==> src/verilog/mips_pkg.sv <==
package mips_pkg;

  // opcodes
  localparam logic [5:0] OP_RTYPE = 6'h00;
  localparam logic [5:0] OP_J     = 6'h02;
  localparam logic [5:0] OP_BEQ   = 6'h04;
  localparam logic [5:0] OP_BNE   = 6'h05;
  localparam logic [5:0] OP_ADDI  = 6'h08;
  localparam logic [5:0] OP_ADDIU = 6'h09;
  localparam logic [5:0] OP_LUI   = 6'h0f;
  localparam logic [5:0] OP_LW    = 6'h23;
  localparam logic [5:0] OP_SW    = 6'h2b;

  // r-type funct field
  localparam logic [5:0] FN_ADD = 6'h20;
  localparam logic [5:0] FN_SUB = 6'h22;
  localparam logic [5:0] FN_AND = 6'h24;
  localparam logic [5:0] FN_OR  = 6'h25;
  localparam logic [5:0] FN_SLT = 6'h2a;

  typedef struct packed {
    logic       reg_dst;
    logic       jump;
    logic       beq;
    logic       bne;
    logic       mem_to_reg;
    logic [5:0] alu_op;
    logic       mem_write;
    logic       alu_src;
    logic       reg_write;
    logic       ext_op;
  } ctrl_t;

  typedef struct packed {
    logic [31:0] instr;
    logic [31:0] pc_plus4;
  } if_id_t;

  typedef struct packed {
    ctrl_t       ctrl;
    logic [31:0] pc_plus4;
    logic [31:0] rs_val;
    logic [31:0] rt_val;
    logic [31:0] imm;
    logic [5:0]  funct;
    logic [4:0]  rt;
    logic [4:0]  rd;
    logic [25:0] jidx;
  } id_ex_t;

  typedef struct packed {
    logic        mem_to_reg;
    logic        mem_write;
    logic        reg_write;
    logic [31:0] result;
    logic [31:0] store_data;
    logic [4:0]  dst;
  } ex_mem_t;

  typedef struct packed {
    logic        reg_write;
    logic [4:0]  dst;
    logic [31:0] data;
  } mem_wb_t;

endpackage

==> src/verilog/fetch_stage.sv <==
`timescale 1ns/10ps

module fetch_stage #(
  parameter int IMEM_WORDS = 64
)
(
  input  logic                          i_clk,
  input  logic                          i_rst,
  input  logic                          i_run,
  input  logic                          i_stall,
  input  logic                          i_redirect,
  input  logic [31:0]                   i_target,
  input  logic                          i_imem_we,
  input  logic [$clog2(IMEM_WORDS)-1:0] i_imem_addr,
  input  logic [31:0]                   i_imem_data,
  output mips_pkg::if_id_t              o_if_id,
  output logic [31:0]                   o_pc
);
  localparam int IA = $clog2(IMEM_WORDS);

  logic [31:0] imem [IMEM_WORDS];
  logic [31:0] pc;
  logic [31:0] pc_plus4;

  assign pc_plus4 = pc + 32'd4;
  assign o_pc     = pc;

  always_ff @(posedge i_clk)
  begin
    if (i_rst)
      pc <= '0;
    else if (i_redirect)
      pc <= i_target;
    else if (i_run && !i_stall)
      pc <= pc_plus4;
  end

  // program load port
  always_ff @(posedge i_clk)
  begin
    if (i_imem_we)
      imem[i_imem_addr] <= i_imem_data;
  end

  always_comb
  begin
    o_if_id = '0;
    if (i_run)
    begin
      o_if_id.instr    = imem[pc[IA+1:2]];
      o_if_id.pc_plus4 = pc_plus4;
    end
  end

endmodule

==> config.mk <==
export PLATFORM = sky130hd
export DESIGN_NAME = fetch_stage
export DESIGN_NICKNAME = d
export VERILOG_FILES = /design/src/verilog/mips_pkg.sv /design/src/verilog/fetch_stage.sv
export SDC_FILE = /design/constraint.sdc
export NUM_CORES = 2
export LEC_CHECK = 0
export ABC_AREA = 0
export BUFFER_PORTS_ARGS = -buffer_cell sky130_fd_sc_hd__buf_2
export CAP_MARGIN = 0
export CELL_PAD_IN_SITES_DETAIL_PLACEMENT = 1
export CELL_PAD_IN_SITES_GLOBAL_PLACEMENT = 2
export CORE_ASPECT_RATIO = 0.6
export CORE_MARGIN = 2
export CORE_UTILIZATION = 54
export CTS_CLUSTER_SIZE = 28
export DETAILED_ROUTE_END_ITERATION = 10
export PLACE_DENSITY = 0.91
export SLEW_MARGIN = 20
export SYNTH_ARGS = -nofsm -noshare
export SYNTH_HDL_FRONTEND = slang
export SYNTH_SLANG_ARGS = --single-unit
==> constraint.sdc <==
create_clock -name i_clk -period 6.7 [get_ports i_clk]
set_clock_uncertainty 0.05 [all_clocks]
set_input_delay 1.34 -clock i_clk [delete_from_list [all_inputs] [get_ports i_clk]]
set_output_delay 1.34 -clock i_clk [all_outputs]
set_load 0.02 [all_outputs]
* Yosys cells after proc, flatten, opt, wreduce, memory -nomap -nowiden
Memory sizes are Yosys's and may differ from the RTL's. A register that Yosys moved wholly into a read port is not among the register bits.
Index checks and enable logic that the tools add are counted.
** Word-level totals
- Register bits after elaboration :: 32
- Latch bits :: 0
- Memory bits (writable) :: 2048
- Bits in read-only memories :: 0
- Input port bits :: 76
- Output and inout bits :: 96
- Logic and storage cells :: 13
- Memories kept :: 1
** Operators by class
- $add $sub $neg :: 1
- Multipliers :: 0
- Div/mod/pow operators :: 0
- Magnitude comparators :: 0
- Equality and inequality tests :: 0
- Shift operators :: 0
- Multiplexer cells :: 7
- Bitwise logic cells :: 0
- Reductions and logical operators :: 3
** Memory list
- imem :: words 64, bits a word 32, read ports 1, clocked after memory_dff 1, wr ports 1, line fetch_stage.sv:21 : logic [31:0] imem [IMEM_WORDS];
** Operator list (count)
- $mux W32 :: 2
- $mux W64 :: 1
- $add A32 B3 Y32 const B :: 1
- $mux W6 :: 2
- $mux W1 :: 2
- $reduce_bool A2 Y1 :: 1
- $logic_and A1 B1 Y1 :: 1
- $logic_not A1 Y1 :: 1

* Logic depth before layout (Yosys ltp)
- Depth after elaboration :: 6
- Mapped depth :: 10
- Gate-level depth less buffers :: 6

* Worst setup path before layout
OpenSTA, ideal clock, no wires.
- Kind :: input to register
- Start :: in i_imem_addr[5]
- End :: mem imem[48][0] (enable)
- Setup time :: 0.461 ns
- Data arrival time :: 4.226 ns
- Data required time :: 6.189 ns
- Path slack :: 1.963 ns
- Stages :: 4
- Buffers on the path :: 1
- Cell sequence :: clkbuf_1 nand3_1 or3_1 nor3_1
** RTL lines
- start: declaration :: line fetch_stage.sv:14 : input logic [$clog2(IMEM_WORDS)-1:0] i_imem_addr,
- end: declaration :: line fetch_stage.sv:21
Straight into the memory's write port.

==> summary.txt <==
Critical path
  – CP most frequent cell: a21oi_1
  – CP required: 5310 ps
  – R2R Path End: o_pc[30]
  – Crit path max-delay cell type: dfxtp_4
  – FF-to-FF path depth: 6
  – Worst r2r src: o_pc[2]
  – Crit-path max FO: 36
  – Setup crit end kind: output port
  – Crit start category: flip-flop
  – Slowest stage delay, CP: 1010 ps
  – Reg2Reg Setup Slack: 3580 ps
  – Crit-path cells: buf_4 > mux4_2 > mux2i_1 > a21boi_0 > a21oi_1 > a21oi_1 > buf_2
  – CP top delay family: compound AO/OA/AOI/OAI gates
  – WS Path Type: reg2out
  – Worst path bufs/invs: 2
  – Arr. time, crit path: 4670 ps

Detailed routing
  – DRC errors left: 0
  – Vias: 44100
  – Via density: 7.14
  – ANT nets after route: 0
  – Post-DR wirelength/cell: 42.4 um
  – Detailed Routing Iterations Pass 1: 5
  – Final wirelength: 262000 um
  – Drt initial violations: 8602

Place
  – # port buffers: 171
  – Final GP Congestion: 0.874
  – Dpl hpwl: 158000 um

Timing
  – Max Freq: 0.165 GHz
  – Final setup viols: 0
  – Fin crit share: 0.904
  – Tmin final: 6060 ps
  – Final Hold Violating Endpoints: 0
  – Max-slew violations: 0
  – Unrepaired setup endpoints after global routing: false
  – Setup TNS: 0 ps
  – Worst-Margin Slew: 1270 ps
  – Max transition margin: 0.129

Die
  – Core Region: 148000 um2
  – Initial Util: 0.546
  – Die Height: 304 um
  – Num rows: 109
  – Die X: 503 um
  – Die Area: 153000 um2
  – I/O Pins: 172

Yosys
  – Netlist cell types: 60
  – Top cell type's share of synthesized area: 0.761
  – Syn avg cell area: 21.8 um2
  – Main synth FF type: edfxtp_1
  – Cell area after synthesis: 80800 um2
  – Mapped Cells: 3704
  – Post-synth EDFFs: 2048
  – Seq/Total Area, Yosys: 0.770
  – Async S/R FF share, synth: 0
  – Synth top area cells: edfxtp_1 76%, mux4_2 14%, mux2i_1 1.7%, dfxtp_1 0.94%, nor2_1 0.67%
  – Yosys warnings: 0
  – Mapped Nets: 3781
  – Synthesized flop and latch total: 2086
  – Dominant cell type by area after synthesis: edfxtp_1

Final layout
  – Share of cells above drive strength 1: 0.295
  – Post-layout util: 0.617
  – Nets: 4107
  – Layout area overhead: 12.9%

Power and ir drop
  – Internal power: 0.0206 W
  – Clock network power share: 0.388
  – P_leak: 27.9 nW
  – Sw Pwr: 0.00599 W
  – Sw frac: 0.226
  – Max VDD drop: 0.000311 V
  – Register share of total power: 0.547
  – Logic pwr share: 0.065
  – Power Density: 291 nW/um2

Clock tree
  – Num CTS Buffers: 180
  – Sink Count: 2086
  – Postcts setup bufs: 0
  – CTS tree: done
  – Hold Buf Count CTS: 0
  – Longest Clk Path Bufs: 3
  – Skew-Pair Late Insertion Delay: 820 ps
  – Post-CTS sizing: 0
  – Worst-path clk slew: 70 ps
  – H-tree Lvls: 4
  – Root Buffer: clkbuf_16

GRT
  – Overall Global Routing Usage: 0.347
  – Vias in the first global route: 44800
  – Initial antenna violation count: 16
  – Global-route wire length before repair: 362000 um
  – Gr ovfl total: 0
  – Largest net degree at the start of global routing: 77

Run status
  – Outcome: finished clean

Min path
  – Hold endpoint: o_pc[1]
  – Hold Crit Start: o_pc[1]
  – Worst hold stages: 2
  – Hold WC Path Type: reg2reg

Job
  – Max-Cap Viols: 0
-- layout by cell type, fill, tap and decap left out, types with 10 or more instances in the layout --
master / count
mux4_2: 517
clkinv_1: 38
a221oi_1: 18
clkbuf_1: 45
clkbuf_16: 184
a22oi_1: 63
bufinv_16: 11
clkinv_2: 29
nand4_1: 11
nand2b_1: 13
xnor2_1: 38
and2_1: 12
o211ai_1: 21
nor4_1: 11
buf_12: 28
nor2_1: 80
a22o_1: 10
mux2i_1: 138
nand3_1: 35
edfxtp_1: 2048
mux2_2: 30
nor2b_1: 28
buf_2: 148
nor2_4: 62
buf_4: 174
or3_1: 12
a211oi_1: 39
o21ai_0: 28
nand2_1: 78
nor3_1: 29
a21oi_1: 43
dfxtp_1: 32
-- cells by family (layout without fill, tap and decap cells) --
logic type               Yosys count  count (layout)  share of synthesized area
AND/OR/NAND/NOR                  399             399                     0.0235
adder cells (fa/ha/maj)            1               1                   0.000155
multiplexers                     685             685                      0.165
XOR/XNOR                          45              45                    0.00488
AO/OA/AOI/OAI                    271             271                     0.0238
other                              0               5                          0
flip-flops                      2086            2086                      0.770
buffers and inverters            217             689                     0.0118
-- cell type report --
type                    instances  area [um2]
flip-flops and latches       2086       62300
fillers                     12100       56700
multi-input cells            1401       18100
clock buffers                 232        4810
repair buffers                354        2720
well taps                    1998        2500
clock inverters                96         803
inverters                       7        27.5
diodes                          5        12.5
-- sequential cells by signal, indices dropped and copies added (netlist names), named ones only --
register  count
imem       2048
o_pc         32
-- power by group through the flow --
stage                     clock network (W)  logic [W]  registers [W]
final                                0.0103    0.00173         0.0145
after detailed placement                  0    0.00168         0.0148
after floorplan                           0   0.000942         0.0148
after global routing                 0.0108    0.00179         0.0145
after CTS                            0.0103    0.00170         0.0145
after global placement                    0    0.00160         0.0148
-- routing by layer --
layer | up-vias | GRT usage | part of all wire
met5 | - | 0 | 0.00014
met4 | 6 | 0.137 | 0.046
met3 | 690 | 0.113 | 0.16
met2 | 4138 | 0.491 | 0.44
met1 | 23000 | 0.505 | 0.36
li1 | 16300 | - | -
-- through the flow --
stage	cell area [um2]	worst slack, ps	instances	total power, W	hold slack, ps
2_1_floorplan	80800	1960	3704	0.0157	535
3_3_place_gp	85200	1670	5828	0.0164	463
3_5_place_dp	85400	1510	5837	0.0165	496
4_1_cts	91000	699	6165	0.0265	510
5_1_grt	91200	630	6175	0.0271	525
6_report	91200	642	6179	0.0266	509
-- synthesized netlist by cell type, types with 21 or more instances --
library cell / instances
a211oi_1: 39
mux2i_1: 138
nand3_1: 35
nor3_1: 31
o211ai_1: 21
buf_2: 88
nor2_1: 144
a21oi_1: 43
buf_1: 27
o21ai_0: 28
nor2b_1: 31
mux2_2: 30
nand2_1: 78
edfxtp_1: 2048
clkbuf_1: 88
a22oi_1: 63
dfxtp_1: 38
mux4_2: 517
xnor2_1: 38
-- worst max path at each step --
stage | start | cells after the start | to
after floorplan | i_imem_addr[5] | 4 | imem[48][0]
after global placement | i_run | 7 | o_if_id[58]
after detailed placement | i_run | 7 | o_if_id[58]
after CTS | flip-flop | 8 | o_if_id[34]
after global routing | flip-flop | 8 | o_if_id[34]
final | flip-flop | 7 | o_if_id[34]
-- worst register-to-register path, stage by stage (launching register included) --
cell and delay (ps):
dfxtp_1 490, ha_1 270, nand3_1 330, or4_1 970
or2_2 470, o31ai_1 260, a311oi_1 120
No activity file was read; power rests on OpenSTA's default activity.
