--- src/verilog/mips_pkg.sv ---
package mips_pkg;

  // opcodes
  localparam logic [5:0] OP_RTYPE = 6'h00;
  localparam logic [5:0] OP_J     = 6'h02;
  localparam logic [5:0] OP_BEQ   = 6'h04;
  localparam logic [5:0] OP_BNE   = 6'h05;
  localparam logic [5:0] OP_ADDI  = 6'h08;
  localparam logic [5:0] OP_ADDIU = 6'h09;
  localparam logic [5:0] OP_LUI   = 6'h0f;
  localparam logic [5:0] OP_LW    = 6'h23;
  localparam logic [5:0] OP_SW    = 6'h2b;

  // r-type funct field
  localparam logic [5:0] FN_ADD = 6'h20;
  localparam logic [5:0] FN_SUB = 6'h22;
  localparam logic [5:0] FN_AND = 6'h24;
  localparam logic [5:0] FN_OR  = 6'h25;
  localparam logic [5:0] FN_SLT = 6'h2a;

  typedef struct packed {
    logic       reg_dst;
    logic       jump;
    logic       beq;
    logic       bne;
    logic       mem_to_reg;
    logic [5:0] alu_op;
    logic       mem_write;
    logic       alu_src;
    logic       reg_write;
    logic       ext_op;
  } ctrl_t;

  typedef struct packed {
    logic [31:0] instr;
    logic [31:0] pc_plus4;
  } if_id_t;

  typedef struct packed {
    ctrl_t       ctrl;
    logic [31:0] pc_plus4;
    logic [31:0] rs_val;
    logic [31:0] rt_val;
    logic [31:0] imm;
    logic [5:0]  funct;
    logic [4:0]  rt;
    logic [4:0]  rd;
    logic [25:0] jidx;
  } id_ex_t;

  typedef struct packed {
    logic        mem_to_reg;
    logic        mem_write;
    logic        reg_write;
    logic [31:0] result;
    logic [31:0] store_data;
    logic [4:0]  dst;
  } ex_mem_t;

  typedef struct packed {
    logic        reg_write;
    logic [4:0]  dst;
    logic [31:0] data;
  } mem_wb_t;

endpackage

--- src/verilog/control.sv ---
`timescale 1ns/10ps

module control
(
  input  logic [5:0]      i_instr_code,
  output mips_pkg::ctrl_t o_ctrl
);
  import mips_pkg::*;

  always_comb
  begin
    // unknown opcodes decode to a bubble
    o_ctrl = '0;
    case (i_instr_code)
      OP_RTYPE:
      begin
        o_ctrl.reg_dst   = 1'b1;
        o_ctrl.reg_write = 1'b1;
        o_ctrl.alu_op    = i_instr_code;
      end
      OP_ADDI, OP_ADDIU, OP_LUI:
      begin
        o_ctrl.reg_write = 1'b1;
        o_ctrl.alu_src   = 1'b1;
        o_ctrl.alu_op    = i_instr_code;
        o_ctrl.ext_op    = 1'b1;
      end
      OP_LW:
      begin
        o_ctrl.reg_write  = 1'b1;
        o_ctrl.alu_src    = 1'b1;
        o_ctrl.mem_to_reg = 1'b1;
        o_ctrl.alu_op     = i_instr_code;
        o_ctrl.ext_op     = 1'b1;
      end
      OP_SW:
      begin
        o_ctrl.mem_write = 1'b1;
        o_ctrl.alu_src   = 1'b1;
        o_ctrl.alu_op    = i_instr_code;
        o_ctrl.ext_op    = 1'b1;
      end
      OP_J:
      begin
        o_ctrl.jump   = 1'b1;
        o_ctrl.alu_op = i_instr_code;
      end
      OP_BEQ:
      begin
        o_ctrl.beq    = 1'b1;
        o_ctrl.alu_op = i_instr_code;
      end
      OP_BNE:
      begin
        o_ctrl.bne    = 1'b1;
        o_ctrl.alu_op = i_instr_code;
      end
      default:
      begin
        o_ctrl = '0;
      end
    endcase
  end

endmodule

--- src/verilog/decode_stage.sv ---
`timescale 1ns/10ps

module decode_stage
(
  input  logic              i_clk,
  input  logic              i_rst,
  input  mips_pkg::if_id_t  i_if_id,
  input  mips_pkg::mem_wb_t i_wb,
  input  logic [4:0]        i_ex_dst,
  input  logic              i_ex_we,
  input  logic [4:0]        i_mem_dst,
  input  logic              i_mem_we,
  input  logic [4:0]        i_dbg_reg,
  output mips_pkg::id_ex_t  o_id_ex,
  output logic              o_stall,
  output logic [31:0]       o_dbg_reg_data
);
  import mips_pkg::*;

  logic [31:0] regs [32];
  ctrl_t       ctrl;
  logic [4:0]  rs;
  logic [4:0]  rt;
  logic [4:0]  rd;
  logic [15:0] imm16;
  logic [31:0] imm_ext;
  logic [31:0] rs_val;
  logic [31:0] rt_val;
  logic        rs_used;
  logic        rt_used;

  // writeback data passes straight through to the read ports
  function automatic logic [31:0] rf_read(input logic [4:0] addr);
    logic [31:0] val;
    if (addr == 5'd0)
      val = '0;
    else if (i_wb.reg_write && i_wb.dst == addr)
      val = i_wb.data;
    else
      val = regs[addr];
    return val;
  endfunction

  function automatic logic pending(input logic [4:0] src);
    logic hit;
    hit = (i_ex_we && i_ex_dst == src) || (i_mem_we && i_mem_dst == src);
    return (src != 5'd0) && hit;
  endfunction

  assign rs    = i_if_id.instr[25:21];
  assign rt    = i_if_id.instr[20:16];
  assign rd    = i_if_id.instr[15:11];
  assign imm16 = i_if_id.instr[15:0];

  control u_control
  (
    .i_instr_code (i_if_id.instr[31:26]),
    .o_ctrl       (ctrl)
  );

  always_ff @(posedge i_clk)
  begin
    if (!i_rst && i_wb.reg_write && i_wb.dst != 5'd0)
      regs[i_wb.dst] <= i_wb.data;
  end

  always_comb
  begin
    rs_val         = rf_read(rs);
    rt_val         = rf_read(rt);
    o_dbg_reg_data = rf_read(i_dbg_reg);
  end

  // branch offsets are always signed
  always_comb
  begin
    if (ctrl.alu_op == OP_LUI)
      imm_ext = {imm16, 16'h0000};
    else if (ctrl.ext_op || ctrl.beq || ctrl.bne)
      imm_ext = {{16{imm16[15]}}, imm16};
    else
      imm_ext = {16'h0000, imm16};
  end

  // which source fields are real operands
  assign rs_used = ctrl.reg_write | ctrl.mem_write | ctrl.beq | ctrl.bne;
  assign rt_used = ctrl.reg_dst | ctrl.mem_write | ctrl.beq | ctrl.bne;

  always_comb
  begin
    o_stall = (rs_used && pending(rs)) || (rt_used && pending(rt));
  end

  // a stalled instruction leaves a bubble behind it
  always_comb
  begin
    o_id_ex = '0;
    if (!o_stall)
    begin
      o_id_ex.ctrl     = ctrl;
      o_id_ex.pc_plus4 = i_if_id.pc_plus4;
      o_id_ex.rs_val   = rs_val;
      o_id_ex.rt_val   = rt_val;
      o_id_ex.imm      = imm_ext;
      o_id_ex.funct    = i_if_id.instr[5:0];
      o_id_ex.rt       = rt;
      o_id_ex.rd       = rd;
      o_id_ex.jidx     = i_if_id.instr[25:0];
    end
  end

endmodule

--- config.mk ---
export PLATFORM = sky130hd
export DESIGN_NAME = decode_stage
export DESIGN_NICKNAME = d
export VERILOG_FILES = /design/src/verilog/mips_pkg.sv /design/src/verilog/control.sv /design/src/verilog/decode_stage.sv
export SDC_FILE = /design/constraint.sdc
export NUM_CORES = 2
export LEC_CHECK = 0
export BUFFER_PORTS_ARGS = -buffer_cell sky130_fd_sc_hd__clkbuf_2
export CAP_MARGIN = 5
export CORE_MARGIN = 2
export CORE_UTILIZATION = 46
export CTS_CLUSTER_SIZE = 16
export DETAILED_ROUTE_END_ITERATION = 16
export PLACE_DENSITY_LB_ADDON = 0.3
export SYNTH_ARGS = -nofsm -noshare
export SYNTH_HDL_FRONTEND = slang
export SYNTH_SLANG_ARGS = --single-unit
--- constraint.sdc ---
create_clock -name i_clk -period 10.1 [get_ports i_clk]
set_input_delay 2.02 -clock i_clk [delete_from_list [all_inputs] [get_ports i_clk]]
set_output_delay 2.02 -clock i_clk [all_outputs]
set_load 0.05 [all_outputs]
# Word-level counts from Yosys, hierarchy flattened
# Memories as Yosys holds them, arrays and structs flattened.
# Index checks and enable logic that the tools add are counted.
[totals] regBits=0 mem_bits_rw=1024 out_inout_bits=218 elab_cells=72 memories=1
[op_classes] n_eq_ne=16 n_mux=20 n_bitwise=6 reduce_logical=29
[mem_list] name="regs" depth=32 word_bits=32 rd=3 rd_clocked_by_memory_dff=0 wr=1 line="decode_stage.sv:20" rtl="logic [31:0] regs [32];"
[ops] operator="32-bit two-way mux" count=8
[ops] operator="185-bit two-way mux" count=1
[ops] operator="5-bit equality test" count=7
[ops] operator="6-bit by 4-bit equality test with 1-bit output, second input constant" count=4
[ops] operator="5-bit logical NOT" count=3
[ops] operator="5-bit nonzero test" count=3
[ops] operator="1-bit logical AND" count=13
[ops] operator="6-bit by 3-bit equality test with 1-bit output, second input constant" count=2
[ops] operator="6-bit equality test, second input constant" count=2
[ops] operator="1-bit two-way mux" count=10
[ops] operator="5-bit OR reduction" count=2
[ops] operator="9-bit OR reduction" count=1
[ops] operator="6-bit by 2-bit equality test with 1-bit output, second input constant" count=1
[ops] operator="6-bit logical NOT" count=1
[ops] operator="6-bit two-way mux" count=1
[ops] operator="1-bit OR" count=6
[ops] operator="1-bit logical OR" count=5
[ops] operator="1-bit logical NOT" count=1

# Logic depth before layout (Yosys ltp)
[logic_depth] depth_word=9 ltp_mapped=11

# Cells and area by module
# A second synthesis with hierarchy kept.
[hier_totals] cells_unflattened=3367 area_unflattened_um2=58820.2
[modules_own_cells] mod="decode_stage" instances=1 cells_each=3321 area_per_inst_um2=58534.9 seq_area_each_um2=30749.5
[modules_own_cells] mod="control" instances=1 cells_each=46 area_per_inst_um2=285.3 seq_area_each_um2=0.0

# Least setup slack after synthesis
# OpenSTA, ideal clock, no wires.
[synth_timing] path_type="input-to-output" start="in i_dbg_reg[1]" end="out o_dbg_reg_data[30]" arrival_ns=4.781 t_required_ns=8.080 setup_slack_ns=3.299 stages=6 path_buffers=3 cell_sequence="buf_2 clkbuf_1 clkbuf_1 mux4_2 a211oi_1 o41ai_1"
[synth_between] elab_chain_len=4 elab_cells_between_ends=6 cone_classes="eq/ne: 1; mux: 2; reduce/logical: 2; memory: 1"
[synth_rtl] element="start: declaration" line="decode_stage.sv:13" rtl="input logic [4:0] i_dbg_reg,"
[synth_rtl] element="branches (longest 3 deep; another with memory read 32 x 32 bit)"
[synth_rtl] element="32-bit two-way mux (*)" line="decode_stage.sv:35" rtl="if (addr == 5'd0)"
[synth_rtl] element="end: declaration" line="decode_stage.sv:16" rtl="output logic [31:0] o_dbg_reg_data"
# Every way passes the cells marked *.

==> impl_results.md <==
- Status: finished, final reports clean
- Worst hold-check path type: input pin to register
- Via Count: 36,606
- Register area share after synthesis: 0.5321
- Final nets: 3,445
- Most frequent CP cell: buf_4
- Final setup vio count: 0
- Root buffer cell: clkbuf_16
- Ranking of synthesized cells by area: edfxtp_1 53%, mux4_2 33%, mux2i_1 2.5%
- Ys flop type: edfxtp_1
- Synth top cells by count: 1,024 x edfxtp_1, 856 x mux4_2, 146 x mux2i_1, 145 x nor2_1, 123 x buf_2
- WL final: 193.8 mm
- Synthesized instance count: 3,081
- Gr ovfl total: 0
- Crit path kind: input pin to output pin
- WP buf/inv: 5
- Regs by FF count: regs (1024)
- Remaining DRCs: 0
- Post-synth EDFFs: 1,024
- Vias in the first global route: 35,399
- Routed len/inst: 38.26 microns
- Fin crit share: 0.8518
- Core Box Area: 125,100 sq um
- Clk pwr share: 0.393
- Sw frac: 0.2637
- Die width: 358.4 microns
- Die Span Y: 358.4 microns
- Placed instance count: 4,864
- Drt pass-1 iters: 6
- GP Congestion: 0.8384
- # IOs: 339
- Layout Cells excl Fill: 5,064
- Data arrival, critical path: 6.58 ns
- Cell with the most instances after synthesis: edfxtp_1
- Placed wire-length estimate: 112.4 mm
- Initial antenna violation count: 6
- Initial drt markers: 5,548
- GRT Total Usage: 0.3014
- TritonCTS Buffers: 108
- Crit-path cells: buf_8, buf_4, nor3_1, a21oi_1, a32oi_4, buf_4, nand2_2, buf_4, a211oi_1, clkbuf_2
- Largest net degree at the start of global routing: 115
- Post-Syn Area: 57,790 sq um
- Max Root-Sink Buffers: 3
- Synthesized area per cell: 18.76 sq um
- Total power: 10.38 mW
- Setup Buffers After CTS: 0
- Fin worst setup slack: 1.497 ns
- IO Port Bufs: 337
- Critical Path Stages: 10
- Hold Fails Final Rpt: 0
- Worst Tran Pin Value: 1.233 ns
- Biggest area consumer among synthesized cells: edfxtp_1
- Yosys reg bits: 1,024
- Core Rows: 130
- Critical path fanouts, max: 55
- CTS tree: built
- MaxCap Viol Count: 0
- DP Worst Slack: 1.612 ns
- Largest delay share family, worst path: buffers and inverters
- First-pass GRT wire length: 269.3 mm
- Distinct cells, synth: 50
- RSZ-0062 raised after global routing: no
- Share of Yosys cell area claimed by the top area cell type: 0.5321
- Crit path from: i_if_id[53]
- Asr flop ratio synth: 0
- PwrDens: 160.4 nW/um^2
- # clock sinks: 1,024
- Worst slew margin: 0.1777
- Initial core utilization: 0.4620
- # H-tree levels: 3
- Reg clk slew, reported paths: 0.06 ns
- P_int: 7.640 mW
- CP required: 8.08 ns
- Most flop-heavy register: regs
- Fin. max-slew vios: 0
- Die area: 128,500 sq um
- Post-route ant nets: 0
- Worst path max stage delay: 0.76 ns
- Setup TNS: 0 ns
- DR vias/cell: 7.229
- CTS resizes: 0
- LEAKAGE: 20.75 nW
- Power share of the sequential group: 0.457
- Combinational share of power: 0.150
- CTS Hold Buffers Added: 0
- Layout cells sized above 1: 0.4541
- Slowest stage cell, crit path: a211oi_1
- Syn. warnings: 0
- Crit path capture type: output pin
- Area Growth Syn to Fin: 11.93%
- Crit path to: o_id_ex[116]
- Max Clk Rate: 116.2 MHz
- Peak supply drop: 0.0001285 V
- Startpoint Class: input pin
- Psw: 2.737 mW
- Final Critical Period: 8.603 ns
- Number of flip-flops under the largest register name: 1,024
[cell type report]
cell class / count / area, sq um
inverters: 5 / 18.77
clock inverters: 70 / 750.7
flip-flops and latches: 1024 / 30750
clock buffers: 129 / 2824
well taps: 1650 / 2064
multi-input cells: 1763 / 25770
repair buffers: 422 / 2504
diodes: 1 / 2.502
fillers: 9919 / 60400
[kinds of logic after synthesis]
logic type      after synthesis  share of synthesized area
other cells                   1                 0.00006489
compound gates              258                    0.03144
buf+inv                     326                    0.02895
xor+xnor                     36                   0.005456
simple gates                370                    0.03064
mux                        1066                     0.3714
flops                      1024                     0.5321
[layout by cell type (no fill, tap or decap), drive strengths merged, types with 35 or more instances in the layout]
cell type and instances:
a221oi 35, mux4 856, mux2 64, o22ai 53
nor2 146, nand2 63, clkinv 40, clkbuf 452
edfxtp 1024, a21oi 37, and2 71, mux2i 146
buf 99, a211oi 64
[worst min path at each step]
stage               slack, ns    start              endpoint  cells after the start
floorplan                2.12  i_wb[0]  regs[0][0]$_DFFE_PP_                      0
global placement         2.54  i_wb[9]  regs[5][9]$_DFFE_PP_                      2
finish                   1.81  i_wb[9]  regs[5][9]$_DFFE_PP_                      2
global route             1.84  i_wb[9]  regs[5][9]$_DFFE_PP_                      2
detailed placement       2.55  i_wb[9]  regs[5][9]$_DFFE_PP_                      2
CTS                      1.78  i_wb[9]  regs[5][9]$_DFFE_PP_                      2
[stage by stage]
step | instance area [sq um] | hold WS (ns) | util
detailed placement | 61100 | 2.546 | 0.4885
global placement | 61100 | 2.536 | 0.4885
CTS | 64680 | 1.782 | 0.5171
finish | 64680 | 1.814 | 0.5171
global route | 64680 | 1.843 | 0.5171
floorplan | 57910 | 2.119 | -
[power by group through the flow]
stage | Clock, mW | Sequential (mW) | Combinational, mW
after floorplan | 0 | 4.82 | 1.09
after global placement | 0 | 4.83 | 1.54
after detailed placement | 0 | 4.83 | 1.54
after CTS | 4.11 | 4.74 | 1.55
after global routing | 4.28 | 4.75 | 1.62
final | 4.08 | 4.74 | 1.55
[metal layers]
metal | GRT usage | vias up | part of all wire
li1 | - | 13951 | -
met1 | 0.4091 | 19316 | 0.36
met2 | 0.4650 | 2894 | 0.47
met3 | 0.08503 | 435 | 0.13
met4 | 0.1136 | 10 | 0.040
met5 | 0.01556 | - | 0.0016
Power figures use the tool's default switching activity.
