## src/verilog/pipe_reg.sv

```systemverilog
`timescale 1ns/10ps

module pipe_reg #(
  parameter type T = logic [31:0]
)
(
  input  logic i_clk,
  input  logic i_rst,
  input  logic i_stall,
  input  logic i_flush,
  input  T     i_d,
  output T     o_q
);

  // flush wins over stall
  always_ff @(posedge i_clk)
  begin
    if (i_rst || i_flush)
      o_q <= '0;
    else if (!i_stall)
      o_q <= i_d;
  end

endmodule

```

## config.mk

```make
export PLATFORM = sky130hd
export DESIGN_NAME = pipe_reg
export DESIGN_NICKNAME = d
export VERILOG_FILES = /design/src/verilog/pipe_reg.sv
export SDC_FILE = /design/constraint.sdc
export NUM_CORES = 1
export LEC_CHECK = 0
export BUFFER_PORTS_ARGS = -buffer_cell sky130_fd_sc_hd__buf_2
export CORE_MARGIN = 4
export CORE_UTILIZATION = 38
export DETAILED_ROUTE_END_ITERATION = 10
export HOLD_SLACK_MARGIN = 0.06
export PLACE_DENSITY = 0.71
export REMOVE_ABC_BUFFERS = 1
export SYNTH_ARGS = -nofsm -noshare
export SYNTH_HDL_FRONTEND = slang
export SYNTH_SLANG_ARGS = --single-unit
```

## constraint.sdc

```tcl
create_clock -name i_clk -period 0.8 [get_ports i_clk]
set_clock_uncertainty 0.05 [all_clocks]
set_input_delay 0.08 -clock i_clk [delete_from_list [all_inputs] [get_ports i_clk]]
set_output_delay 0.08 -clock i_clk [all_outputs]
set_load 0.01 [all_outputs]
```

Yosys cells after proc, flatten, opt, wreduce, memory -nomap -nowiden
Cells that the tools add are included.
{"block": "totals", "inputBits": 36, "ff_bits": 32, "elab_cells": 2}
{"block": "classes", "reduce_logical": 1}
{"op": "logical OR 1 bit", "n": 1}

Longest topological paths before layout
Gate-level depths: netlist of run 1.
{"block": "logic_depth", "word_depth": 1, "mapped_depth": 4, "mapped_depth_nobuf": 2}

Least setup slack after synthesis of run 1
No wires, ideal clock.
{"block": "synth_path", "path_type": "input to register", "start": "in i_stall", "end": "reg o_q[0] in the netlist's numbering", "path_slack_ps": 27, "n_path_buf": 2, "path_stages": 4, "setup_time_ps": 114, "t_arrival_ps": 608, "path_cell_list": "buf_4 buf_4 mux2i_1 nor2_1"}
{"element": "start, declared", "line": "9", "text": "input logic i_stall,"}
{"element": "end signal, assigned", "line": "21", "text": "o_q <= i_d;"}
{"element": "end, declared", "line": "12", "text": "output T o_q"}

Worst setup path in the final report of run 1
{"block": "layout_path", "start": "reg o_q[23] in the netlist's numbering", "end": "out o_q[23] in the netlist's numbering"}
No word-level cell between the ends.

==> qor.tcl, run 1 <==
set qor(stdcell_count) 239
set qor(cts_bufs_inserted) 5
set qor(n_antenna_cell) 0
set qor(dieArea_sq_um) 3990
set qor(clockPowerShare_pct) 34.3
set qor(maxCapViolations) 0
set qor(timing_worst_setup_path_type) {flop to primary output}
set qor(fin_crit_ns) 0.921
set qor(syn_area_per_cell_sq_um) 11.0
set qor(critPathMaxFanout) 2
set qor(worst_setup_path_start_kind) {flop}
set qor(hold_viol_final) 0
set qor(worst-path-buf-inv) 1
set qor(p_seq_share_pct) 49.0
set qor(design.core.area_sq_um) 2830
set qor(multi_input_area_sq_um) 463
set qor(hpwl_after_dpl_um) 2040
set qor(numPortBuffers) 67
set qor(power.leakage_nw) 1.06
set qor(synth_seq_area_share_pct) 55.4
set qor(clkLatencyLatePin_ns) 0.32
set qor(power.switching_fraction_pct) 22.5
set qor(grt_pass1_vias) 1192
set qor(yosys_register_bits) 32
set qor(drt-pass1-iter-count) 4
set qor(die_x_um) 63.2
set qor(p_switching_w) 0.000779
set qor(initial_core_util_pct) 40.9
set qor(grt_usage_pct) 17.6
set qor(fillCellCount) 177
set qor(routabilityCongestion) 0.687
set qor(route.antenna.remaining_nets) 0
set qor(drc) 0
set qor(critPathCaptureType) {primary output}
set qor(largestRegisters) {o_q x32}
set qor(failing_checks) {setup timing}
set qor(report.power.total_w) 0.00346
set qor(syn2layout_area_growth_pct) 89.4
set qor(worst_path_max_delay_cell) {dfxtp_2}
set qor(yosys_warnings) 0
set qor(detailedRoute.firstIterationViolations) 53
set qor(slew_at_the_pin_closest_to_its_max_slew_limit_ns) 0.215
set qor(drive_above_1_share_pct) 53.8
set qor(comb_power_share_pct) 16.7
set qor(routed_wire_length_per_instance_um) 14.4
set qor(postRouteWirelength_um) 3430
set qor(count_of_final_max_slew_check_failures) 0
set qor(clkTransAtPathRegs_ns) 0.10
set qor(cellPowerDensity_nw_per_um2) 1580
set qor(route.vias.total) 1113
set qor(report.final.setup_viol) 34
set qor(top_register) {o_q}
set qor(post-route-period-util_pct) 115
set qor(vias_per_cell) 4.66
set qor(cts_htree_levels) 2
set qor(syn_area_sq_um) 1160
set qor(grt_setup_unrepaired) {true}
set qor(clock_sink_count) 32
set qor(worst_ep_required_time_ns) 0.67
set qor(largest_register_ff_count) 32
set qor(critPathTopFamily) {flip-flops}
set qor(slew-limit-headroom_pct) 85.7
set qor(power_report.internal_total_w) 0.00268
set qor(worst_slack_ns) -0.121
set qor(area_of_all_sequential_standard_cells_sq_um) 681
set qor(run_status) {complete, but fails checks}
set qor(type_of_the_worst_min_delay_path) {primary input to flop}
set qor(path_cells) {buf_6}
set qor(clk_root_buffer_cell) {clkbuf_4}
set qor(max_freq_mhz) 1090
set qor(layout_common_cells) {34 x buf_6, 32 x nor2_1, 32 x dfxtp_2, 31 x dlygate4sd3_1, 31 x buf_2}
set qor(core.rowCount) 19
set qor(synth_unique_cells) 7
set qor(dp.cells) 199
set qor(globalRoute.totalOverflow) 0
set qor(vdd_drop_max_mv) 1.56
set qor(pin_count_of_the_biggest_net_entering_global_routing) 22
set qor(synthCells) 105
set qor(cts_tree) {done}
set qor(chipHeight_um) 63.2
set qor(cp_slowest_stage_delay_ns) 0.36
set qor(number_of_antenna_violations_at_the_first_check_in_global_routing) 0
set qor(ios) 68
set qor(final_nets) 243
set qor(grt_pass1_wl_um) 5500
set qor(mostFrequentLayoutCell) {buf_6}
set qor(clock_path_buffers) 2
set qor(arrival_time_reported_for_the_critical_path_endpoint_ns) 0.79
set qor(setup-tns-final_ns) -3.25
[path summary, 6_finish.rpt]
| path | depth (start not counted) | to | start | slack [ns] |
|---|---|---|---|---|
| hold reg to reg | 2 | o_q[11] | o_q[11] | 0.46 |
| setup reg to reg | 3 | o_q[23] | o_q[23] | -0.01 |
| hold / removal | 4 | o_q[29] | i_rst | 0.16 |
| setup / recovery | 1 | o_q[23] | o_q[23] | -0.12 |
[timing repair]
item | in CTS | in global routing
pin swaps | 0 | 7
setup buffers | 0 | 4
gates resized for setup | 64 | 6
setup endpoints to repair | 32 | 40
hold buffers | 32 | 0
cloned | 0 | 0
endpoints found under the hold margin | 32 | 0
[cell families (layout without fill, tap and decap cells)]
family	count (synthesis)	count (layout)	synth area share, %
mux	32	32	27.7
buf+inv	8	111	5.95
flops	32	32	55.4
simple gates	33	33	10.9
[power by group through the flow]
stage	combinational (W)	sequential, W	clock, W
after global routing	0.000625	0.00170	0.00127
after detailed placement	0.000376	0.00171	0
final	0.000578	0.00169	0.00119
after global placement	0.000368	0.00170	0
after floorplan	0.000128	0.00173	0
after CTS	0.000554	0.00169	0.00121
[through the flow]
stage | util, % | area (sq um) | hold WS (ns) | worst slack (ns)
floorplan | - | 1090 | 0.174 | -0.124
global placement | 53.6 | 1520 | 0.258 | -0.0416
detailed placement | 53.6 | 1520 | 0.269 | -0.0968
CTS | 76.1 | 2150 | 0.171 | -0.122
global route | 77.4 | 2190 | 0.177 | -0.145
finish | 77.4 | 2190 | 0.157 | -0.121
[Yosys cell counts, drive strengths merged]
cell     n  area share [%]
buf      7             5.5
nor2    32              10
mux2i   32              28
clkbuf   1            0.43
dfxtp   32              55
or2      1            0.54
[cell type report]
| class | instances | share of cell area (%) |
|---|---|---|
| Clock buffer | 6 | 1.89 |
| Tap cell | 31 | 1.77 |
| Sequential cell | 32 | 31.1 |
| Timing Repair Buffer | 103 | 42.5 |
| Clock inverter | 2 | 1.60 |
| Multi-Input combinational cell | 65 | 21.1 |
[metal layers]
layer  vias to the layer above  track usage, %  share of wire (%)
met4                         0            8.82                2.7
li1                        547               -                  -
met2                        46            31.6                 55
met5                         -               0                  0
met3                         8            4.80                5.9
met1                       512            18.6                 37
Power figures use the tool's default switching activity.
==> inputs of run 2 (changes only) <==
Settings changed: MAX_ROUTING_LAYER set to met4.
==> qor.tcl, run 2 (synthesis gave the netlist of run 1 again) <==
set qor(run_status) {complete, but fails checks} ;# unchanged
set qor(failing_checks) {setup timing} ;# unchanged
set qor(clockPowerShare_pct) 34.3 ;# about the same
set qor(cts_bufs_inserted) 5 ;# unchanged
set qor(hpwl_after_dpl_um) 2040 ;# unchanged
set qor(syn2layout_area_growth_pct) 89.4 ;# unchanged
set qor(cp_slowest_stage_delay_ns) 0.36 ;# about the same
set qor(maxCapViolations) 0 ;# unchanged
set qor(routed_wire_length_per_instance_um) 14.4 ;# unchanged
set qor(timing_worst_setup_path_type) {flop to primary output} ;# unchanged
set qor(comb_power_share_pct) 16.7 ;# about the same
set qor(clock_path_buffers) 2 ;# unchanged
set qor(die_x_um) 63.2 ;# unchanged
set qor(grt_usage_pct) 18.1 ;# was 17.6%
set qor(path_cells) {buf_6} ;# unchanged
set qor(critPathCaptureType) {primary output} ;# unchanged
set qor(gr-usage-met3_pct) 4.62 ;# was 4.80%
set qor(cp-endpoint) {o_q[23]} ;# unchanged
set qor(clkLatencyLatePin_ns) 0.32 ;# about the same
set qor(type_of_the_worst_min_delay_path) {primary input to flop} ;# unchanged
set qor(core.rowCount) 19 ;# unchanged
set qor(cts_htree_levels) 2 ;# unchanged
set qor(r2r-end) {o_q[23]} ;# unchanged
set qor(postPlaceCellArea_sq_um) 1520 ;# unchanged
set qor(pin_count_of_the_biggest_net_entering_global_routing) 22 ;# unchanged
set qor(stdcell_count) 239 ;# unchanged
set qor(hold_viol_final) 0 ;# unchanged
set qor(globalRoute.totalOverflow) 0 ;# unchanged
set qor(chipHeight_um) 63.2 ;# unchanged
set qor(reg2reg_slack_ns) -0.01 ;# about the same
set qor(top_register) {o_q} ;# unchanged
set qor(drive_above_1_share_pct) 53.8 ;# unchanged
set qor(critical_path_cell_count) 1 ;# unchanged
set qor(power_report.internal_total_w) 0.00268 ;# about the same
set qor(met1_usage_pct) 18.8 ;# was 18.6%
set qor(setup-tns-final_ns) -3.20 ;# was -3.25 ns
set qor(critPathTopFamily) {flip-flops} ;# unchanged
set qor(postRouteWirelength_um) 3430 ;# unchanged
set qor(grt_setup_unrepaired) {true} ;# unchanged
set qor(grt_busiest_layer) {met2} ;# unchanged
set qor(drt-pass1-iter-count) 4 ;# unchanged
set qor(route.vias.total) 1107 ;# was 1113
set qor(slew_at_the_pin_closest_to_its_max_slew_limit_ns) 0.210 ;# was 0.215 ns
set qor(clkTransAtPathRegs_ns) 0.10 ;# about the same
set qor(vdd_drop_max_mv) 1.56 ;# about the same
set qor(ios) 68 ;# unchanged
set qor(grt_pass1_vias) 1192 ;# unchanged
set qor(worst-path-buf-inv) 1 ;# unchanged
set qor(p_switching_w) 0.000780 ;# was 0.000779 W
set qor(number_of_antenna_violations_at_the_first_check_in_global_routing) 0 ;# unchanged
set qor(design.core.area_sq_um) 2830 ;# unchanged
set qor(critPathMaxFanout) 2 ;# unchanged
set qor(p_seq_share_pct) 49.0 ;# about the same
set qor(post-route-cell-area_sq_um) 2190 ;# unchanged
set qor(worst_path_max_delay_cell) {dfxtp_2} ;# unchanged
set qor(worstRegToRegCells) 3 ;# unchanged
set qor(routabilityCongestion) 0.694 ;# was 0.687
set qor(cellPowerDensity_nw_per_um2) 1580 ;# about the same
set qor(mostFrequentLayoutCell) {buf_6} ;# unchanged
set qor(use_met2_pct) 31.6 ;# unchanged
set qor(layout_common_cells) {34 x buf_6, 32 x nor2_1, 32 x dfxtp_2, 31 x dlygate4sd3_1, 31 x buf_2} ;# unchanged
set qor(report.final.setup_viol) 34 ;# unchanged
set qor(n_antenna_cell) 0 ;# unchanged
set qor(grt_pass1_wl_um) 5510 ;# was 5500 um
set qor(count_of_final_max_slew_check_failures) 0 ;# unchanged
set qor(slew-limit-headroom_pct) 86.0 ;# was 85.7%
set qor(detailedRoute.firstIterationViolations) 57 ;# was 53
set qor(power.leakage_nw) 1.06 ;# unchanged
set qor(arrival_time_reported_for_the_critical_path_endpoint_ns) 0.79 ;# about the same
set qor(clock_sink_count) 32 ;# unchanged
set qor(final_nets) 243 ;# unchanged
set qor(critical_path.startpoint) {o_q[23]} ;# unchanged
set qor(dp.cells) 199 ;# unchanged
set qor(max_freq_mhz) 1090 ;# about the same
set qor(dieArea_sq_um) 3990 ;# unchanged
set qor(drc) 0 ;# unchanged
set qor(worst_ep_required_time_ns) 0.67 ;# about the same
set qor(worst_slack_ns) -0.119 ;# was -0.121 ns
set qor(vias_per_cell) 4.63 ;# was 4.66
set qor(cts_tree) {done} ;# unchanged
set qor(post-route-period-util_pct) 115 ;# about the same
set qor(fin_crit_ns) 0.919 ;# was 0.921 ns
set qor(clk_root_buffer_cell) {clkbuf_4} ;# unchanged
set qor(holdCritStartpoint) {i_rst} ;# unchanged
set qor(fin_hold_ws_ns) 0.158 ;# was 0.157 ns
set qor(largestRegisters) {o_q x32} ;# unchanged
set qor(power.switching_fraction_pct) 22.5 ;# about the same
set qor(largest_register_ff_count) 32 ;# unchanged
set qor(route.antenna.remaining_nets) 0 ;# unchanged
set qor(numPortBuffers) 67 ;# unchanged
set qor(worst_setup_path_start_kind) {flop} ;# unchanged
set qor(fin_util_pct) 77.4 ;# unchanged
set qor(initial_core_util_pct) 40.9 ;# unchanged
set qor(crit-reg2reg-launch) {o_q[23]} ;# unchanged
run 2: cell counts in the layout (fill, tap and decap cells not counted):
Identical to the previous run, type by type.
run 2: power groups by stage:
stage | clock network [W] | logic (W) | registers [W]
global route | 0.00127 | 0.000625 | 0.00170
CTS | 0.00121 | 0.000554 | 0.00169
floorplan | 0 | 0.000128 | 0.00173
finish | 0.00119 | 0.000578 | 0.00169
detailed placement | 0 | 0.000376 | 0.00171
global placement | 0 | 0.000368 | 0.00170
run 2: metal layers:
layer / vias to the layer above / share of wire [%]
li1: 545 / -
met1: 510 / 37
met2: 46 / 55
met3: 6 / 5.7
met4: 0 / 2.2
met5: - / 0
run 2: through the flow:
stage / worst slack (ns) / power (W)
floorplan: -0.124 / 0.00186
global placement: -0.0416 / 0.00207
detailed placement: -0.0968 / 0.00208
CTS: -0.122 / 0.00346
global route: -0.145 / 0.00360
finish: -0.119 / 0.00346
run 2: repair_timing:
| action | 4_1_cts | 5_1_grt |
|---|---|---|
| resized for setup | 64 | 6 |
| pin swaps | 0 | 7 |
| buffers inserted | 0 | 4 |
| hold buffers | 32 | 0 |
| endpoints found under the setup margin | 32 | 41 |
| endpoints found under the hold margin | 32 | 0 |
run 2: worst min path at each step:
| stage | to | slack (ns) | cells after the start |
|---|---|---|---|
| 4_1_cts | o_q[29] | 0.17 | 4 |
| 3_5_place_dp | o_q[29] | 0.27 | 3 |
| 3_3_place_gp | o_q[5] | 0.26 | 3 |
| 5_1_grt | o_q[29] | 0.18 | 4 |
| 6_report | o_q[29] | 0.16 | 4 |
| 2_1_floorplan | o_q[0] | 0.17 | 2 |
run 2: final cells by class:
class	instances	area [sq um]
clock buffers	6	41.3
clock inverters	2	35.0
fillers	177	639
multi-input cells	65	463
flip-flops and latches	32	681
well taps	31	38.8
repair buffers	103	931
