## src/verilog/mips_pkg.sv

```systemverilog
package mips_pkg;

  // opcodes
  localparam logic [5:0] OP_RTYPE = 6'h00;
  localparam logic [5:0] OP_J     = 6'h02;
  localparam logic [5:0] OP_BEQ   = 6'h04;
  localparam logic [5:0] OP_BNE   = 6'h05;
  localparam logic [5:0] OP_ADDI  = 6'h08;
  localparam logic [5:0] OP_ADDIU = 6'h09;
  localparam logic [5:0] OP_LUI   = 6'h0f;
  localparam logic [5:0] OP_LW    = 6'h23;
  localparam logic [5:0] OP_SW    = 6'h2b;

  // r-type funct field
  localparam logic [5:0] FN_ADD = 6'h20;
  localparam logic [5:0] FN_SUB = 6'h22;
  localparam logic [5:0] FN_AND = 6'h24;
  localparam logic [5:0] FN_OR  = 6'h25;
  localparam logic [5:0] FN_SLT = 6'h2a;

  typedef struct packed {
    logic       reg_dst;
    logic       jump;
    logic       beq;
    logic       bne;
    logic       mem_to_reg;
    logic [5:0] alu_op;
    logic       mem_write;
    logic       alu_src;
    logic       reg_write;
    logic       ext_op;
  } ctrl_t;

  typedef struct packed {
    logic [31:0] instr;
    logic [31:0] pc_plus4;
  } if_id_t;

  typedef struct packed {
    ctrl_t       ctrl;
    logic [31:0] pc_plus4;
    logic [31:0] rs_val;
    logic [31:0] rt_val;
    logic [31:0] imm;
    logic [5:0]  funct;
    logic [4:0]  rt;
    logic [4:0]  rd;
    logic [25:0] jidx;
  } id_ex_t;

  typedef struct packed {
    logic        mem_to_reg;
    logic        mem_write;
    logic        reg_write;
    logic [31:0] result;
    logic [31:0] store_data;
    logic [4:0]  dst;
  } ex_mem_t;

  typedef struct packed {
    logic        reg_write;
    logic [4:0]  dst;
    logic [31:0] data;
  } mem_wb_t;

endpackage

```

## src/verilog/execute_stage.sv

```systemverilog
`timescale 1ns/10ps

module execute_stage
(
  input  mips_pkg::id_ex_t  i_id_ex,
  output mips_pkg::ex_mem_t o_ex_mem,
  output logic              o_redirect,
  output logic [31:0]       o_target,
  output logic [4:0]        o_dst,
  output logic              o_we
);
  import mips_pkg::*;

  logic [31:0] op_a;
  logic [31:0] op_b;
  logic [31:0] result;
  logic        equal;
  logic        taken;
  logic [31:0] br_target;
  logic [31:0] j_target;

  assign op_a = i_id_ex.rs_val;
  assign op_b = i_id_ex.ctrl.alu_src ? i_id_ex.imm : i_id_ex.rt_val;

  always_comb
  begin
    result = op_a + op_b;
    if (i_id_ex.ctrl.alu_op == OP_RTYPE)
    begin
      case (i_id_ex.funct)
        FN_ADD:  result = op_a + op_b;
        FN_SUB:  result = op_a - op_b;
        FN_AND:  result = op_a & op_b;
        FN_OR:   result = op_a | op_b;
        FN_SLT:  result = {31'b0, $signed(op_a) < $signed(op_b)};
        default: result = '0;
      endcase
    end
    else if (i_id_ex.ctrl.alu_op == OP_LUI)
    begin
      // immediate already sits in the upper half
      result = op_b;
    end
  end

  assign equal     = (i_id_ex.rs_val == i_id_ex.rt_val);
  assign taken     = (i_id_ex.ctrl.beq && equal) || (i_id_ex.ctrl.bne && !equal);
  assign br_target = i_id_ex.pc_plus4 + {i_id_ex.imm[29:0], 2'b00};
  assign j_target  = {i_id_ex.pc_plus4[31:28], i_id_ex.jidx, 2'b00};

  assign o_redirect = taken || i_id_ex.ctrl.jump;
  assign o_target   = i_id_ex.ctrl.jump ? j_target : br_target;

  assign o_dst = i_id_ex.ctrl.reg_dst ? i_id_ex.rd : i_id_ex.rt;
  assign o_we  = i_id_ex.ctrl.reg_write;

  always_comb
  begin
    o_ex_mem.mem_to_reg = i_id_ex.ctrl.mem_to_reg;
    o_ex_mem.mem_write  = i_id_ex.ctrl.mem_write;
    o_ex_mem.reg_write  = i_id_ex.ctrl.reg_write;
    o_ex_mem.result     = result;
    o_ex_mem.store_data = i_id_ex.rt_val;
    o_ex_mem.dst        = o_dst;
  end

endmodule

```

## config.mk

```make
export PLATFORM = sky130hd
export DESIGN_NAME = execute_stage
export DESIGN_NICKNAME = d
export VERILOG_FILES = /design/src/verilog/mips_pkg.sv /design/src/verilog/execute_stage.sv
export SDC_FILE = /design/constraint.sdc
export NUM_CORES = 1
export LEC_CHECK = 0
export BUFFER_PORTS_ARGS = -buffer_cell sky130_fd_sc_hd__buf_4
export CAP_MARGIN = 20
export CORE_ASPECT_RATIO = 1.75
export CORE_MARGIN = 1
export CORE_UTILIZATION = 40
export DETAILED_ROUTE_END_ITERATION = 10
export PLACE_DENSITY_LB_ADDON = 0.12
export SLEW_MARGIN = 5
export SYNTH_ARGS = -nofsm -noshare
export SYNTH_HDL_FRONTEND = slang
export SYNTH_SLANG_ARGS = --single-unit
export TNS_END_PERCENT = 100
```

## constraint.sdc

```tcl
create_clock -name vclk -period 4.6
set_input_delay 0.46 -clock vclk [all_inputs]
set_output_delay 0.46 -clock vclk [all_outputs]
set_load 0.03 [all_outputs]
```

## Word level (Yosys, flattened, before mapping)

Cells that the tools add are included.

- Register bits: 0
- Output and inout port bits: 111
- Logic and storage cells: 25
- Input bits: 185

- $lt $le $gt $ge: 1
- $add $sub $neg: 3
- Reductions and logical operators: 6
- Multiplexer cells: 6
- Bitwise gates (word level): 2
- Equality and inequality tests: 7

Operator list:

| operator | number |
|---|---|
| 32-bit one-hot mux with 5 select lines | 1 |
| 32-bit 2-to-1 mux | 4 |
| 32-bit adder | 2 |
| 32-bit AND | 1 |
| 32-bit == test | 1 |
| 32-bit < comparator | 1 |
| 32-bit bitwise OR | 1 |
| 32-bit subtractor | 1 |
| 6-bit == test, second input constant | 5 |
| 6-bit by 4-bit == test with 1-bit output, second input constant | 1 |
| 6-bit zero test | 1 |
| 5-bit 2-to-1 mux | 1 |
| 1-bit logical AND | 2 |
| 1-bit logical OR | 2 |
| 1-bit zero test | 1 |

## Longest topological paths before layout

Gate-level depths: netlist of run 1.

- Word-level depth: 5
- Depth in mapped cells: 16
- Mapped depth without buffers: 14

## Worst setup path after synthesis of run 1

OpenSTA, ideal clock, no wires.

- Path type: input to output
- Start: input port i_id_ex[172] (netlist name)
- End: output port o_ex_mem[59] (netlist name)
- Buffers on the path: 2
- Path slack: -0.079 ns
- Data arrival time: 4.219 ns
- Required time: 4.140 ns
- Stages: 16
- Cell sequence: clkbuf_1 clkbuf_1 mux2i_1 inv_1 ha_1 fa_1 a211oi_1 o21ai_1 a211oi_2 o21ai_2 a31oi_2 nor2_1 nor2_1 a221o_1 a21bo_2 o221ai_1

RTL lines:

| element | RTL line | text |
|---|---|---|
| start, declared | execute_stage.sv:5 | `input mips_pkg::id_ex_t i_id_ex,` |
| end, declared | execute_stage.sv:6 | `output mips_pkg::ex_mem_t o_ex_mem,` |

==> results.json, run 1 <==
{
  "crit_arrival_ns": 4.04,
  "synth.distinct_cells": 89,
  "seq_area_sq_um": 0,
  "dpl.cell_count": 1820,
  "start_util_pct": 40.6,
  "grt_pass1_wl_mm": 56.1,
  "drive_gt1_share_pct": 30.3,
  "layout_min_cycle_time_ns": 4.50,
  "timing.final.crit_share_pct": 97.8,
  "gr-usage-all-layers_pct": 33.0,
  "routed_wl_mm": 38.3,
  "wl_per_cell_um": 21.0,
  "grt_max_degree": 63,
  "slew_violations": 0,
  "rows": 71,
  "num_vias": 10500,
  "worstHoldStart": "i_id_ex[173]",
  "hold_viol": 0,
  "cp_max_fo": 12,
  "tns_ns": 0,
  "synth-seq-area-share_pct": 0,
  "layout_commonest_cell": "buf_4",
  "tightest_slew_ns": 0.748,
  "ir_worst_vdd_uv": 122,
  "crit_type": "in -> out",
  "seq_cells": 0,
  "required_ns": 4.14,
  "worstSetupStartpoint": "i_id_ex[172]",
  "die_area_sq_mm": 0.0224,
  "synth.avg_cell_area_sq_um": 6.98,
  "layout.nets": 1862,
  "place_congestion": 1.01,
  "layout_common_cells": "390 x buf_4, 142 x ha_1, 123 x a21oi_1",
  "power_per_cell_area_mw_per_mm2": 180,
  "ant_nets": 0,
  "critPathCaptureType": "output pin",
  "io_pins": 296,
  "grt_pass1_vias": 10200,
  "max_freq_mhz": 222,
  "coreArea_sq_mm": 0.0214,
  "port_buffers": 288,
  "critPathLaunchType": "input pin",
  "rsz0062_at_grt": "no",
  "syn_area_sq_mm": 0.00870,
  "firstDrtPassIters": 7,
  "antenna_found_initial": 1,
  "area_growth_syn_to_layout_pct": 31.9,
  "yosys.area.top_type": "ha_1",
  "outcome": "completed",
  "layout.cells.non_filler": 1822,
  "avgViaCountPerCell": 5.77,
  "drc": 0,
  "fp.dieW_um": 113,
  "yosys-top-cells-area": "ha_1 21%, xnor2_1 7.8%, a21oi_1 7.1%, inv_1 4.7%, nor2_1 4.4%",
  "setup_viol": 0,
  "nClkBuffers": 0,
  "drt-initial-drc-count": 662,
  "synth_largest_type_area_fraction_pct": 20.6,
  "cap_viol_max_count": 0,
  "synth.net_count": 1576,
  "cts-hold-fix-buffers": 0,
  "worstHoldPathType": "in -> out",
  "slew_headroom_pct": 50.2,
  "dp_hpwl_mm": 31.9,
  "p_leak_nw": 5.59,
  "gr-total-overflow": 0,
  "yosys_warnings": 0,
  "die_y_um": 197,
  "synthCells": 1245
}
path summary, 6_finish.rpt:
check	slack (ns)	cells after the start	end
max	0.10	17	o_ex_mem[68]
min	0.92	0	o_ex_mem[70]
layout make-up:
cell class / instances / area [sq um]
fillers: 2231 / 9940
well taps: 292 / 365
multi-input cells: 1027 / 7730
repair buffers: 392 / 2960
inverters: 110 / 413
diodes: 1 / 2.50
critical path, cell delays in order:
cell      delay [ns]
buf_4           0.14
buf_12          0.15
mux2_2          0.27
inv_1           0.07
ha_2            0.39
buf_4           0.17
nand2_1         0.05
o21a_1          0.19
o21ai_2         0.09
and3_1          0.20
a211oi_2        0.05
buf_4           0.17
o41ai_2         0.61
a31oi_1         0.21
or4b_1          0.49
nand3_1         0.13
buf_4           0.17
Yosys cell counts, types with 13 or more instances:
| cell type | count |
|---|---|
| a21o_1 | 22 |
| clkbuf_1 | 49 |
| mux2_2 | 19 |
| nor2_1 | 103 |
| a211oi_1 | 14 |
| a21oi_1 | 123 |
| nand2b_1 | 13 |
| buf_4 | 44 |
| o21ai_0 | 62 |
| nand3_1 | 16 |
| nand2_1 | 83 |
| mux2i_1 | 30 |
| o21bai_1 | 22 |
| nor3_1 | 17 |
| xnor2_1 | 77 |
| nor2b_1 | 17 |
| o22ai_1 | 26 |
| inv_1 | 109 |
| xor2_1 | 15 |
| ha_1 | 143 |
logic make-up (layout without fill, tap and decap cells):
kind of cell    after synthesis  count (layout)  synth area share, %
other cells                   0               1                    0
simple gates                312             312                 17.5
xor+xnor                     92              92                 9.27
compound gates              428             428                 34.3
mux                          49              49                 5.91
fa+ha+maj                   146             146                 21.3
buf+inv                     218             502                 11.7
where the power goes:
group             internal [W]  switching, W  leakage, nW
combinational         0.000861       0.00120         5.59
sequential                   0             0            0
clock          0.0000000000291             0   0.00000634
total                 0.000861       0.00120         5.59
timing repair:
action / CTS / global route
buffers inserted: 0 / 1
gates resized for setup: 0 / 7
endpoints found under the setup margin: 0 / 4
routing by layer:
layer	share of wire (%)	up-vias	GRT usage [%]
met1	36	4804	34.1
li1	-	5005	-
met3	6.3	152	2.85
met5	0	-	0
met4	8.0	0	22.9
met2	50	547	61.9
per-stage QoR:
step	setup slack (ns)	instance area [sq um]	total power [W]	utilization (%)	hold WS (ns)
CTS	0.0198	11400	0.00204	53.4	0.920
floorplan	0.0375	8710	0.00129	-	1.05
global route	0.0124	11500	0.00221	53.6	0.920
detailed placement	0.0690	11400	0.00204	53.4	0.920
global placement	0.0984	11400	0.00203	53.4	0.920
finish	0.103	11500	0.00206	53.6	0.920
Power figures use the tool's default switching activity.
==> run 2: changes to the inputs <==
--- a/config.mk
+++ b/config.mk
@@ -11,7 +11,7 @@
 export CORE_MARGIN = 1
 export CORE_UTILIZATION = 40
 export DETAILED_ROUTE_END_ITERATION = 10
-export PLACE_DENSITY_LB_ADDON = 0.12
+export PLACE_DENSITY_LB_ADDON = 0.2
 export SLEW_MARGIN = 5
 export SYNTH_ARGS = -nofsm -noshare
 export SYNTH_HDL_FRONTEND = slang
==> run 2 against run 1 <==
Compared with the run above: setup slack improved by 0.057 ns; die area stayed put; combinational power is essentially flat; count of clock-buffer cells in the layout stayed put; critical endpoint is now o_ex_mem[66].
==> results.json, run 2 (synthesis results as in run 1) <==
{
  "die_y_um": 197,
  "max_freq_mhz": 225,
  "tightest_slew_ns": 0.991,
  "crit_arrival_ns": 3.98,
  "cap_viol_max_count": 0,
  "coreArea_sq_mm": 0.0214,
  "critPathBufInv": 4,
  "layout_commonest_cell": "buf_4",
  "critPathLaunchType": "input pin",
  "tns_ns": 0,
  "power_per_cell_area_mw_per_mm2": 180,
  "layout_common_cells": "372 x buf_4, 142 x ha_1, 123 x a21oi_1",
  "drive_gt1_share_pct": 29.3,
  "rows": 71,
  "gr-usage-all-layers_pct": 32.8,
  "drc": 0,
  "firstDrtPassIters": 5,
  "ir_worst_vdd_uv": 147,
  "setup_viol": 0,
  "crit_top_cell": "a21oi_1",
  "die_area_sq_mm": 0.0224,
  "drt-initial-drc-count": 645,
  "slew_violations": 0,
  "num_vias": 10400,
  "dp_hpwl_mm": 31.3,
  "place_congestion": 0.995,
  "port_buffers": 288,
  "required_ns": 4.14,
  "worstPathCellList": "buf_6 > mux2_2 > inv_1 > ha_1 > buf_4 > and3b_1 > o31ai_1 > o211a_1 > o211a_1 > a21oi_1 > a211o_1 > a21oi_1 > mux2i_1 > a21oi_1 > o31ai_2 > buf_4",
  "outcome": "completed",
  "routed_wl_mm": 37.7,
  "start_util_pct": 40.6,
  "wl_per_cell_um": 20.9,
  "grt_pass1_wl_mm": 56.4,
  "worstSetupStartpoint": "i_id_ex[172]",
  "hold_end": "o_ex_mem[70]",
  "critPathCaptureType": "output pin",
  "antenna_found_initial": 1,
  "crit_type": "in -> out",
  "layout.nets": 1843,
  "worstHoldPathType": "in -> out",
  "ant_nets": 0,
  "layout_min_cycle_time_ns": 4.44,
  "io_pins": 296,
  "fill_cells": 2203,
  "final_area_sq_mm": 0.0113,
  "cpMaxStageDelayCell": "mux2_2",
  "post_dp_cell_area_sq_mm": 0.0113,
  "rsz0062_at_grt": "no",
  "fp.dieW_um": 113,
  "critPathTopFamily": "compound AO/OA/AOI/OAI gates",
  "nClkBuffers": 0,
  "avgViaCountPerCell": 5.79,
  "seq_area_sq_um": 0,
  "whs_path_depth": 0,
  "cp_max_fo": 16,
  "slew_headroom_pct": 33.2,
  "area_growth_syn_to_layout_pct": 30.0,
  "worstHoldStart": "i_id_ex[173]",
  "gr-total-overflow": 0,
  "hold_viol": 0,
  "grt_pass1_vias": 10200,
  "p_leak_nw": 5.49,
  "timing.final.crit_share_pct": 96.5,
  "seq_cells": 0,
  "critical_path.max_stage_delay_ns": 0.41,
  "grt_max_degree": 63
}
==> run 2: changes by cell type in the layout (fill, tap and decap cells not counted), sizes merged <==
| cell | before | now |
|---|---|---|
| buf | 392 | 373 |
==> run 2: how the worst max path moves through the flow <==
stage                        end  slack (ns)  depth (start not counted)
floorplan           o_ex_mem[65]        0.04                         16
global placement    o_ex_mem[68]        0.14                         15
detailed placement  o_ex_mem[65]        0.12                         16
CTS                 o_ex_mem[65]        0.07                         16
global route        o_ex_mem[57]       0.008                         16
finish              o_ex_mem[66]        0.16                         16
==> run 2: layout make-up <==
class                      count  area, sq um  share of cell area (%)
antenna                        1         2.50                  0.0221
inverter                     110          413                    3.65
multi-input combinational   1027         7720                    68.3
tap                          292          365                    3.23
timing repair buffer         373         2800                    24.8
==> run 2: report_power, final <==
group	switching [W]	leakage [nW]	internal, W	total (W)
sequential	0	0	0	0
clock	0	0.00000634	0.0000000000291	0.0000000000291
combinational	0.00120	5.49	0.000842	0.00204
total	0.00120	5.49	0.000842	0.00204
==> run 2: what timing repair did <==
action                     4_1_cts  5_1_grt
hold buffers                     0        0
setup endpoints to repair        0        5
hold endpoints to repair         0        0
gates resized for setup          0        5
setup buffers                    0        0
==> run 2: stage by stage <==
stage	worst slack [ns]	hold WS (ns)	instances	utilization [%]	total power, W
CTS	0.0739	0.920	1802	52.7	0.00202
floorplan	0.0375	1.05	1245	-	0.00129
detailed placement	0.123	0.920	1802	52.7	0.00201
global route	0.00830	0.920	1803	52.8	0.00219
global placement	0.139	0.920	1802	52.7	0.00200
finish	0.160	0.920	1803	52.8	0.00204
==> run 2: routing by layer <==
metal / vias up / global-route usage (%) / part of all wire, %
met4: 0 / 22.9 / 8.1
met1: 4839 / 35.1 / 37
li1: 4983 / - / -
met5: - / 0 / 0
met3: 127 / 3.31 / 6.2
met2: 483 / 59.6 / 49
